$ cat src/design/snowball_pkg.sv
package snowball_pkg;

  // --------------------------------------------------
  // address fields
  // --------------------------------------------------
  localparam int idx_w  = 8;   // cache and table index
  localparam int vtag_w = 14;  // virtual and physical page number
  localparam int ctag_w = 22;  // cache tag, paddr[31:10]

  localparam int word_lsb  = 2;   // word index at [9:2]
  localparam int tlb_lsb   = 10;  // table index at [17:10], cache tag starts here
  localparam int vpage_lsb = 18;  // page number at [31:18]

  // memory request credits out of reset
  localparam int mem_credits_dflt = 2;

  // --------------------------------------------------
  // entry layouts
  // --------------------------------------------------
  typedef logic [31:0] cache_data_t;  // one word per line

  typedef struct packed {
    logic              valid;
    logic [ctag_w-1:0] tag;  // physical tag
  } cache_tag_t;

  // tlb_wdata[28] valid, [27:14] vtag, [13:0] ptag
  typedef struct packed {
    logic              valid;
    logic [vtag_w-1:0] vtag;
    logic [vtag_w-1:0] ptag;
  } tlb_entry_t;

endpackage

$ cat src/design/cache_ifs.sv
// --------------------------------------------------
// controller <-> cache storage
// --------------------------------------------------
interface cache_lookup_if;
  logic                            rd_en;
  logic [snowball_pkg::idx_w-1:0]  rd_idx;
  logic [snowball_pkg::ctag_w-1:0] cmp_tag;  // tag of the translated address
  logic                            wr_en;    // refill or write allocate
  logic [snowball_pkg::idx_w-1:0]  wr_idx;
  logic [snowball_pkg::ctag_w-1:0] wr_tag;
  snowball_pkg::cache_data_t       wr_data;
  logic                            hit;
  snowball_pkg::cache_data_t       rd_data;

  modport ctrl (output rd_en, rd_idx, cmp_tag, wr_en, wr_idx, wr_tag, wr_data,
                input  hit, rd_data);
  modport array (input  rd_en, rd_idx, cmp_tag, wr_en, wr_idx, wr_tag, wr_data,
                 output hit, rd_data);
endinterface

// --------------------------------------------------
// controller <-> translation table
// --------------------------------------------------
interface tlb_lookup_if;
  logic                            rd_en;
  logic [snowball_pkg::idx_w-1:0]  rd_idx;
  logic [snowball_pkg::vtag_w-1:0] vpage;  // page of the pending request
  logic                            ld_en;
  logic [snowball_pkg::idx_w-1:0]  ld_idx;
  snowball_pkg::tlb_entry_t        ld_entry;
  logic [snowball_pkg::vtag_w-1:0] ptag;
  logic                            tag_match;

  modport ctrl (output rd_en, rd_idx, vpage, ld_en, ld_idx, ld_entry,
                input  ptag, tag_match);
  modport array (input  rd_en, rd_idx, vpage, ld_en, ld_idx, ld_entry,
                 output ptag, tag_match);
endinterface

$ cat src/design/miss_ctrl.sv
module miss_ctrl #(
  parameter int MEM_CREDITS = snowball_pkg::mem_credits_dflt
) (
  input  logic         CPU_CLK,
  input  logic         RST,
  input  logic         cpu_req_valid,
  input  logic         cpu_req_we,
  input  logic         cache_inhibit,
  input  logic         vmem_act,
  input  logic         tlb_load,
  input  logic         mem_credit,
  input  logic         mem_rsp_valid,
  input  logic [31:0]  cpu_req_addr,
  input  logic [31:0]  cpu_req_wdata,
  input  logic [31:0]  tlb_wdata,
  input  logic [31:0]  mem_rsp_data,
  output logic         cpu_busy,
  output logic         cpu_rsp_valid,
  output logic         mmu_fault,
  output logic         mem_req_valid,
  output logic         mem_req_we,
  output logic [31:0]  cpu_rsp_data,
  output logic [31:0]  mem_req_addr,
  output logic [31:0]  mem_req_wdata,
  cache_lookup_if.ctrl cl,
  tlb_lookup_if.ctrl   tl
);

  localparam int cnt_w     = $clog2(MEM_CREDITS + 1);
  localparam int idx_w     = snowball_pkg::idx_w;
  localparam int vtag_w    = snowball_pkg::vtag_w;
  localparam int ctag_w    = snowball_pkg::ctag_w;
  localparam int word_lsb  = snowball_pkg::word_lsb;
  localparam int tlb_lsb   = snowball_pkg::tlb_lsb;
  localparam int vpage_lsb = snowball_pkg::vpage_lsb;

  typedef enum logic [2:0] {
    idle,
    lookup,       // ram outputs valid, translate and compare
    decide,
    wait_credit,  // memory channel out of credits
    wait_rsp
  } state_t;

  state_t           state;
  logic [cnt_w-1:0] credits;
  logic             got_q;  // read data back, respond next cycle

  logic [31:0]      addr_q;
  logic [31:0]      wdata_q;
  logic [31:0]      paddr_q;
  logic [31:0]      rsp_data_q;
  logic             we_q;
  logic             inh_q;
  logic             vmem_q;
  logic             hit_q;
  logic             fault_q;

  logic             accept;
  logic             rd_hit;
  logic             need_mem;
  logic [31:0]      paddr;

  // --------------------------------------------------
  // request capture and lookups
  // --------------------------------------------------
  assign accept = (state == idle) && cpu_req_valid && !tlb_load;  // load wins

  assign tl.rd_en    = accept;
  assign tl.rd_idx   = cpu_req_addr[tlb_lsb +: idx_w];
  assign tl.vpage    = addr_q[vpage_lsb +: vtag_w];
  assign tl.ld_en    = (state == idle) && tlb_load;
  assign tl.ld_idx   = cpu_req_addr[tlb_lsb +: idx_w];
  assign tl.ld_entry = tlb_wdata[$bits(snowball_pkg::tlb_entry_t)-1:0];

  assign paddr = vmem_q ? {tl.ptag, addr_q[vpage_lsb-1:0]} : addr_q;

  assign cl.rd_en   = accept;
  assign cl.rd_idx  = cpu_req_addr[word_lsb +: idx_w];
  assign cl.cmp_tag = paddr[tlb_lsb +: ctag_w];

  // --------------------------------------------------
  // decision and outputs
  // --------------------------------------------------
  assign rd_hit   = hit_q && !we_q && !inh_q && !fault_q;
  assign need_mem = !fault_q && !rd_hit;

  assign mem_req_valid = (((state == decide) && need_mem) || (state == wait_credit))
                         && (credits != '0);

  assign cpu_busy      = (state != idle);
  assign cpu_rsp_valid = ((state == decide) && rd_hit) || ((state == wait_rsp) && got_q);
  assign mmu_fault     = (state == decide) && fault_q;
  assign cpu_rsp_data  = rsp_data_q;

  assign mem_req_addr  = paddr_q;
  assign mem_req_we    = we_q;
  assign mem_req_wdata = wdata_q;

  // write allocate at issue, refill with the response
  assign cl.wr_en   = !inh_q && ((mem_req_valid && we_q) || ((state == wait_rsp) && got_q));
  assign cl.wr_idx  = paddr_q[word_lsb +: idx_w];
  assign cl.wr_tag  = paddr_q[tlb_lsb +: ctag_w];
  assign cl.wr_data = got_q ? rsp_data_q : wdata_q;

  always_ff @(posedge CPU_CLK)
  begin
    if (!RST)
    begin
      state <= idle;
      got_q <= 1'b0;
    end
    else
    begin
      case (state)
        idle:
          if (accept)
            state <= lookup;
        lookup:
          state <= decide;
        decide, wait_credit:
          if ((state == decide) && !need_mem)
            state <= idle;                      // hit or fault
          else if (mem_req_valid)
            state <= we_q ? idle : wait_rsp;    // writes end at issue
          else
            state <= wait_credit;
        wait_rsp:
          if (got_q)
          begin
            state <= idle;
            got_q <= 1'b0;
          end
          else if (mem_rsp_valid)
            got_q <= 1'b1;
        default:
          state <= idle;
      endcase
    end
  end

  always_ff @(posedge CPU_CLK)
  begin
    if (accept)
    begin
      addr_q  <= cpu_req_addr;
      wdata_q <= cpu_req_wdata;
      we_q    <= cpu_req_we;
      inh_q   <= cache_inhibit;
      vmem_q  <= vmem_act;
    end
    if (state == lookup)
    begin
      paddr_q    <= paddr;
      hit_q      <= cl.hit;
      fault_q    <= vmem_q && !tl.tag_match;
      rsp_data_q <= cl.rd_data;
    end
    else if ((state == wait_rsp) && mem_rsp_valid && !got_q)
      rsp_data_q <= mem_rsp_data;
  end

  // --------------------------------------------------
  // memory credits
  // --------------------------------------------------
  always_ff @(posedge CPU_CLK)
  begin
    if (!RST)
      credits <= cnt_w'(MEM_CREDITS);
    else
    begin
      case ({mem_req_valid, mem_credit})
        2'b10:   credits <= credits - cnt_w'(1);
        2'b01:   credits <= credits + cnt_w'(1);
        default: credits <= credits;  // none, or spend and return together
      endcase
    end
  end

endmodule

$ cat src/flat_wrapper.sv
// flat-port wrapper written by rule: the top's interface ports become plain ports
module miss_ctrl_flat 
#(
  parameter int MEM_CREDITS = snowball_pkg::mem_credits_dflt
)
  (CPU_CLK, RST, cpu_req_valid, cpu_req_we, cache_inhibit, vmem_act, tlb_load, mem_credit, mem_rsp_valid, cpu_req_addr, cpu_req_wdata, tlb_wdata, mem_rsp_data, cpu_busy, cpu_rsp_valid, mmu_fault, mem_req_valid, mem_req_we, cpu_rsp_data, mem_req_addr, mem_req_wdata, cl_rd_en, cl_rd_idx, cl_cmp_tag, cl_wr_en, cl_wr_idx, cl_wr_tag, cl_wr_data, cl_hit, cl_rd_data, tl_rd_en, tl_rd_idx, tl_vpage, tl_ld_en, tl_ld_idx, tl_ld_entry, tl_ptag, tl_tag_match);
  cache_lookup_if cl_i ();
  tlb_lookup_if tl_i ();
  input  logic CPU_CLK;
  input  logic RST;
  input  logic cpu_req_valid;
  input  logic cpu_req_we;
  input  logic cache_inhibit;
  input  logic vmem_act;
  input  logic tlb_load;
  input  logic mem_credit;
  input  logic mem_rsp_valid;
  input  logic [31:0] cpu_req_addr;
  input  logic [31:0] cpu_req_wdata;
  input  logic [31:0] tlb_wdata;
  input  logic [31:0] mem_rsp_data;
  output logic cpu_busy;
  output logic cpu_rsp_valid;
  output logic mmu_fault;
  output logic mem_req_valid;
  output logic mem_req_we;
  output logic [31:0] cpu_rsp_data;
  output logic [31:0] mem_req_addr;
  output logic [31:0] mem_req_wdata;
  output wire logic [$bits(cl_i.rd_en)-1:0] cl_rd_en;
  output wire logic [$bits(cl_i.rd_idx)-1:0] cl_rd_idx;
  output wire logic [$bits(cl_i.cmp_tag)-1:0] cl_cmp_tag;
  output wire logic [$bits(cl_i.wr_en)-1:0] cl_wr_en;
  output wire logic [$bits(cl_i.wr_idx)-1:0] cl_wr_idx;
  output wire logic [$bits(cl_i.wr_tag)-1:0] cl_wr_tag;
  output wire logic [$bits(cl_i.wr_data)-1:0] cl_wr_data;
  input wire logic [$bits(cl_i.hit)-1:0] cl_hit;
  input wire logic [$bits(cl_i.rd_data)-1:0] cl_rd_data;
  output wire logic [$bits(tl_i.rd_en)-1:0] tl_rd_en;
  output wire logic [$bits(tl_i.rd_idx)-1:0] tl_rd_idx;
  output wire logic [$bits(tl_i.vpage)-1:0] tl_vpage;
  output wire logic [$bits(tl_i.ld_en)-1:0] tl_ld_en;
  output wire logic [$bits(tl_i.ld_idx)-1:0] tl_ld_idx;
  output wire logic [$bits(tl_i.ld_entry)-1:0] tl_ld_entry;
  input wire logic [$bits(tl_i.ptag)-1:0] tl_ptag;
  input wire logic [$bits(tl_i.tag_match)-1:0] tl_tag_match;
  assign cl_rd_en = cl_i.rd_en;
  assign cl_rd_idx = cl_i.rd_idx;
  assign cl_cmp_tag = cl_i.cmp_tag;
  assign cl_wr_en = cl_i.wr_en;
  assign cl_wr_idx = cl_i.wr_idx;
  assign cl_wr_tag = cl_i.wr_tag;
  assign cl_wr_data = cl_i.wr_data;
  assign cl_i.hit = cl_hit;
  assign cl_i.rd_data = cl_rd_data;
  assign tl_rd_en = tl_i.rd_en;
  assign tl_rd_idx = tl_i.rd_idx;
  assign tl_vpage = tl_i.vpage;
  assign tl_ld_en = tl_i.ld_en;
  assign tl_ld_idx = tl_i.ld_idx;
  assign tl_ld_entry = tl_i.ld_entry;
  assign tl_i.ptag = tl_ptag;
  assign tl_i.tag_match = tl_tag_match;
  miss_ctrl #(.MEM_CREDITS(MEM_CREDITS)) u_core (.CPU_CLK(CPU_CLK), .RST(RST), .cpu_req_valid(cpu_req_valid), .cpu_req_we(cpu_req_we), .cache_inhibit(cache_inhibit), .vmem_act(vmem_act), .tlb_load(tlb_load), .mem_credit(mem_credit), .mem_rsp_valid(mem_rsp_valid), .cpu_req_addr(cpu_req_addr), .cpu_req_wdata(cpu_req_wdata), .tlb_wdata(tlb_wdata), .mem_rsp_data(mem_rsp_data), .cpu_busy(cpu_busy), .cpu_rsp_valid(cpu_rsp_valid), .mmu_fault(mmu_fault), .mem_req_valid(mem_req_valid), .mem_req_we(mem_req_we), .cpu_rsp_data(cpu_rsp_data), .mem_req_addr(mem_req_addr), .mem_req_wdata(mem_req_wdata), .cl(cl_i), .tl(tl_i));
endmodule
$ cat config.mk
export PLATFORM = sky130hd
export DESIGN_NAME = miss_ctrl_flat
export DESIGN_NICKNAME = d
export VERILOG_FILES = /design/src/design/snowball_pkg.sv /design/src/design/cache_ifs.sv /design/src/design/miss_ctrl.sv /design/src/flat_wrapper.sv
export SDC_FILE = /design/constraint.sdc
export NUM_CORES = 1
export LEC_CHECK = 0
export BUFFER_PORTS_ARGS = -buffer_cell sky130_fd_sc_hd__buf_4
export CORE_AREA = 2 2 169 171
export DETAILED_ROUTE_END_ITERATION = 16
export DIE_AREA = 0 0 171 173
export PLACE_DENSITY = 0.56
export SETUP_SLACK_MARGIN = 0.2
export SLEW_MARGIN = 5
export SYNTH_ARGS = -nofsm -noshare
export SYNTH_HDL_FRONTEND = slang
export SYNTH_SLANG_ARGS = --single-unit
$ cat constraint.sdc
create_clock -name CPU_CLK -period 5.8 [get_ports CPU_CLK]
set_clock_uncertainty 0.1 [all_clocks]
set_input_delay 0.87 -clock CPU_CLK [delete_from_list [all_inputs] [get_ports CPU_CLK]]
set_output_delay 0.87 -clock CPU_CLK [all_outputs]
set_load 0.03 [all_outputs]
# After elaboration in Yosys (flattened, before gate mapping)
# Cells that the tools add are included.
[op_classes]
mux = 13
reduce_logical = 36
n_eq_ne = 8
n_addsub = 2
[op_table]
columns = ["op", "count"]
rows = [
  ["2-to-1 mux 32 bit", 4],
  ["logical AND 1 bit", 18],
  ["2-to-1 mux 3 bit", 5],
  ["case mux 3 bit (4 select lines)", 1],
  ["logical NOT 1 bit", 8],
  ["== test 3 x 2 -> 1 bit, second input constant", 2],
  ["nonzero test 2 bit", 3],
  ["case mux 2 bit (2 select lines)", 1],
  ["== test 3 x 1 -> 1 bit, second input constant", 1],
  ["== test 3 bit, second input constant", 1],
  ["logical NOT 3 bit", 1],
  ["logical OR 1 bit", 3],
  ["nonzero test 3 bit", 1],
  ["adder 2 x 1 -> 2 bit, second input constant", 1],
  ["== test 2 x 1 -> 1 bit, second input constant", 1],
  ["== test 2 bit, second input constant", 1],
  ["2-to-1 mux 1 bit", 2],
  ["!= test 2 x 1 -> 1 bit, second input constant", 1],
  ["!= test 2 bit, second input constant", 1],
  ["AND reduction 2 bit", 1],
  ["OR reduction 2 bit", 1],
  ["subtractor 2 x 1 -> 2 bit, second input constant", 1],
]
[word_totals]
word_cells = 71
ff_bits = 139
inputBits = 185
out_inout_bits = 256

# Longest topological paths before layout
[logic_depth]
word_depth = 12
depth_mapped = 7
ltp_nobuf = 7

# Worst setup path after synthesis
# No wires, ideal clock.
[synth_timing]
kind = "input -> output"
start = "in tlb_load"
end = "out tl_rd_en"
required_time_ps = 4830
arrival_time_ps = 4751
path_buffers = 1
slack_ps = 79
stages = 3
cell_sequence = "nand2b_1 -> nor2_1 -> buf_4"
[synth_via]
elab_chain_len = 2
[synth_lines]
columns = ["element", "line", "source"]
rows = [
  ["from (decl)", "flat_wrapper.sv:15", "input logic tlb_load;"],
  ["logical NOT 1 bit", "miss_ctrl.sv:67", "assign accept = (state == idle) && cpu_req_valid && !tlb_load;"],
  ["logical AND 1 bit", "miss_ctrl.sv:67", ""],
  ["to (decl)", "flat_wrapper.sv:39", "output wire logic [$bits(tl_i.rd_en)-1:0] tl_rd_en;"],
]
# Every way passes these cells.

# Final worst setup path
[layout_timing]
start = "reg u_core.state[1]"
end = "out tl_rd_en"
[layout_via]
elab_chain_len = 3
[layout_lines]
columns = ["element", "line", "source"]
rows = [
  ["from (decl)", "miss_ctrl.sv:45", "state_t state;"],
  ["from (signal assigned)", "miss_ctrl.sv:110", "state <= idle;"],
  ["from (signal assigned)", "miss_ctrl.sv:118", "state <= lookup;"],
  ["from (signal assigned)", "miss_ctrl.sv:120", "state <= decide;"],
  ["logical NOT 3 bit", "miss_ctrl.sv:67", ""],
  ["logical AND 1 bit (2 in series)", "miss_ctrl.sv:67", ""],
]
# Every way passes these cells.

==> flow_summary.json <==
{
  "endpoint": "tl_rd_en",
  "rsz0062_at_grt": "false",
  "synthSimpleGateAreaFrac_pct": 2.60,
  "place.gp.congestion": 0.748,
  "grt_max_degree": 45,
  "grt_use_total_pct": 12.4,
  "cts_setup_buffers": 0,
  "cp.required_ns": 4.83,
  "maxCapViolCount": 0,
  "yosysUniqueCellTypes": 30,
  "utilization_pct": 33.2,
  "synth_top_area_share_pct": 65.4,
  "dr.pass1.iters": 4,
  "wl_per_cell_um": 18.0,
  "dpl.hpwl_um": 14300,
  "syn-cell-area_sq_um": 6110,
  "placedCellCount": 1019,
  "max_slew_margin_pct": 33.1,
  "grt_pass1_vias": 4347,
  "cts_buffers": 17,
  "layout_commonest_cell": "buf_4",
  "critPathSlowestCell": "nor2_4",
  "synth_fp_nets": 559,
  "ctsResizeCount": 0,
  "hold_class": "flop to flop",
  "crit_type": "flop to output pin",
  "cts.clk_slew.worst_paths_ns": 0.07,
  "synth.ff_latch_count": 139,
  "synthAdderAreaFrac_pct": 0.205,
  "holdBufCountCts": 0,
  "max_stage_delay_ns": 0.70,
  "p_leak_uw": 0.00379,
  "die-width_um": 171,
  "whs_ns": 0.311,
  "synth_compound_area_share_pct": 1.00,
  "cts-htree-levels": 4,
  "grt_antenna_before_repair": 0,
  "cp.arrival_ns": 2.19,
  "yosys.area.top_type": "edfxtp_1",
  "first_iter_violations": 109,
  "r2r-end": "u_core.addr_q[24]",
  "drive_above_1_share_pct": 73.7,
  "fin_setup_tns_ns": 0,
  "vias": 4023,
  "synthMuxAreaShare_pct": 14.4,
  "cp_max_fo": 26,
  "r2r-start": "u_core.state[1]",
  "hold_viol": 0,
  "crit_path_end_kind": "output pin",
  "cts_sinks": 139,
  "grt-ovfl-total": 0,
  "wl_um": 18900,
  "fp.coreArea_sq_um": 27600,
  "syn_inst": 373,
  "ir_drop_uv": 129,
  "io_pins": 441,
  "reg2reg_depth": 4,
  "root_buffer": "clkbuf_16",
  "netlist_top_cells_area": "edfxtp_1 65%, mux2_2 14%, buf_4 13%",
  "synth.avg_cell_area_sq_um": 16.4,
  "syn_to_final_growth_pct": 50.4,
  "grt_pass1_wl_um": 26600,
  "start_util_pct": 22.1,
  "drc": 0,
  "ctsLongestPathBuffers": 2,
  "setup_viol": 0,
  "insertion_delay_ns": 0.42,
  "synth_xor_area_share_pct": 0.287,
  "period_minus_slack_ns": 3.16,
  "fin_nets": 846,
  "cp-start-kind": "flop",
  "rows": 61,
  "antennaDiodeCount": 0,
  "finalNonFillerCells": 1051,
  "final_cell_mix": "383 x buf_4, 133 x edfxtp_1, 76 x mux2_2",
  "fillers": 2777,
  "postRouteAntennaNets": 0,
  "drv_slew": 0,
  "finalPower_uw": 2800,
  "ys_warn_count": 0,
  "viasPerCell": 3.83,
  "outcome": "finished, final reports clean",
  "post-route-period-util_pct": 54.5,
  "cts_tree": "done",
  "max_freq_mhz": 316,
  "synth_top_family_by_area": "multiplexers",
  "die_y_um": 173,
  "numPortBuffers": 379,
  "dieArea_sq_um": 29600,
  "power_density_nw_per_um2": 305,
  "worstPathCellList": "nor2_1 > nand2_1 > nor2_4 > buf_4",
  "r2r_slack_ns": 3.12,
  "worstMarginPinSlew_ns": 1.00,
  "synth_seq_area_share_pct": 67.4,
  "critPathLaunch": "u_core.state[1]"
}
## critical path, delay by kind of cell, from the launching register on
family	cells	cell delay, ns
buf+inv	1	0.29
simple gates	3	1.07
flops	1	0.38
## Yosys cell counts
cell type	count
mux2_2	76
o21ai_0	1
nor2_1	7
a211o_1	1
buf_4	106
buf_6	3
o31ai_1	2
or4b_1	1
ha_1	1
or2_2	1
nand4_1	1
nand3_1	3
nor4b_1	1
edfxtp_1	133
nor3b_4	1
nand2_1	4
and3_1	1
xor2_1	2
or3_1	1
o41ai_1	1
a21oi_1	3
mux2_1	2
nand4b_1	1
nand2b_1	3
inv_1	2
buf_2	4
dfxtp_1	6
nor2b_1	2
clkbuf_1	2
a41oi_1	1
## cells by family after synthesis
group	count (synthesis)
compound gates	9
xor+xnor	2
fa+ha+maj	1
buf+inv	117
flops	139
mux	78
simple gates	27
## sequential cells by signal, indices dropped and copies added (netlist names), 2 cells and up
register,flops
u_core.addr_q,32
u_core.cpu_rsp_data,32
u_core.mem_req_addr,32
u_core.mem_req_wdata,32
u_core.state,3
u_core.credits,2
## worst min path at each step
stage                                   to  depth (start not counted)              from
floorplan           u_core.mem_req_addr[0]                          0  u_core.addr_q[0]
detailed placement  u_core.mem_req_addr[9]                          0  u_core.addr_q[9]
global route        u_core.mem_req_addr[1]                          0  u_core.addr_q[1]
global placement    u_core.mem_req_addr[3]                          0  u_core.addr_q[3]
CTS                 u_core.mem_req_addr[9]                          0  u_core.addr_q[9]
finish              u_core.mem_req_addr[9]                          0  u_core.addr_q[9]
## where the power goes
group / internal (uW) / leakage (uW) / switching [uW]
Clock: 572 / 0.000281 / 494
Combinational: 217 / 0.00223 / 305
Sequential: 1180 / 0.00128 / 35.5
## layer usage
layer,share of wire (%),vias to the layer above,global-route usage [%]
met5,0,-,0
met4,2.0,0,4.73
met3,7.9,32,4.26
met2,54,217,22.9
met1,36,1926,12.8
li1,-,1848,-
## cell type report
class,instances,area [sq um],area share [%]
Inverter,2,7.51,0.0817
Tap cell,378,473,5.15
Sequential cell,139,4120,44.8
Clock buffer,17,425,4.63
Clock inverter,15,149,1.62
Timing Repair Buffer,383,2880,31.3
Multi-Input combinational cell,117,1140,12.4
## per-stage QoR
step                      instance area (sq um)  setup WS, ns
final                                      9180          2.64
after global routing                       9180          2.41
after CTS                                  9180          2.56
after detailed placement                   8610          2.62
after global placement                     8610          2.61
after floorplan                            6110          1.42
(Power assumes the default switching activity.)
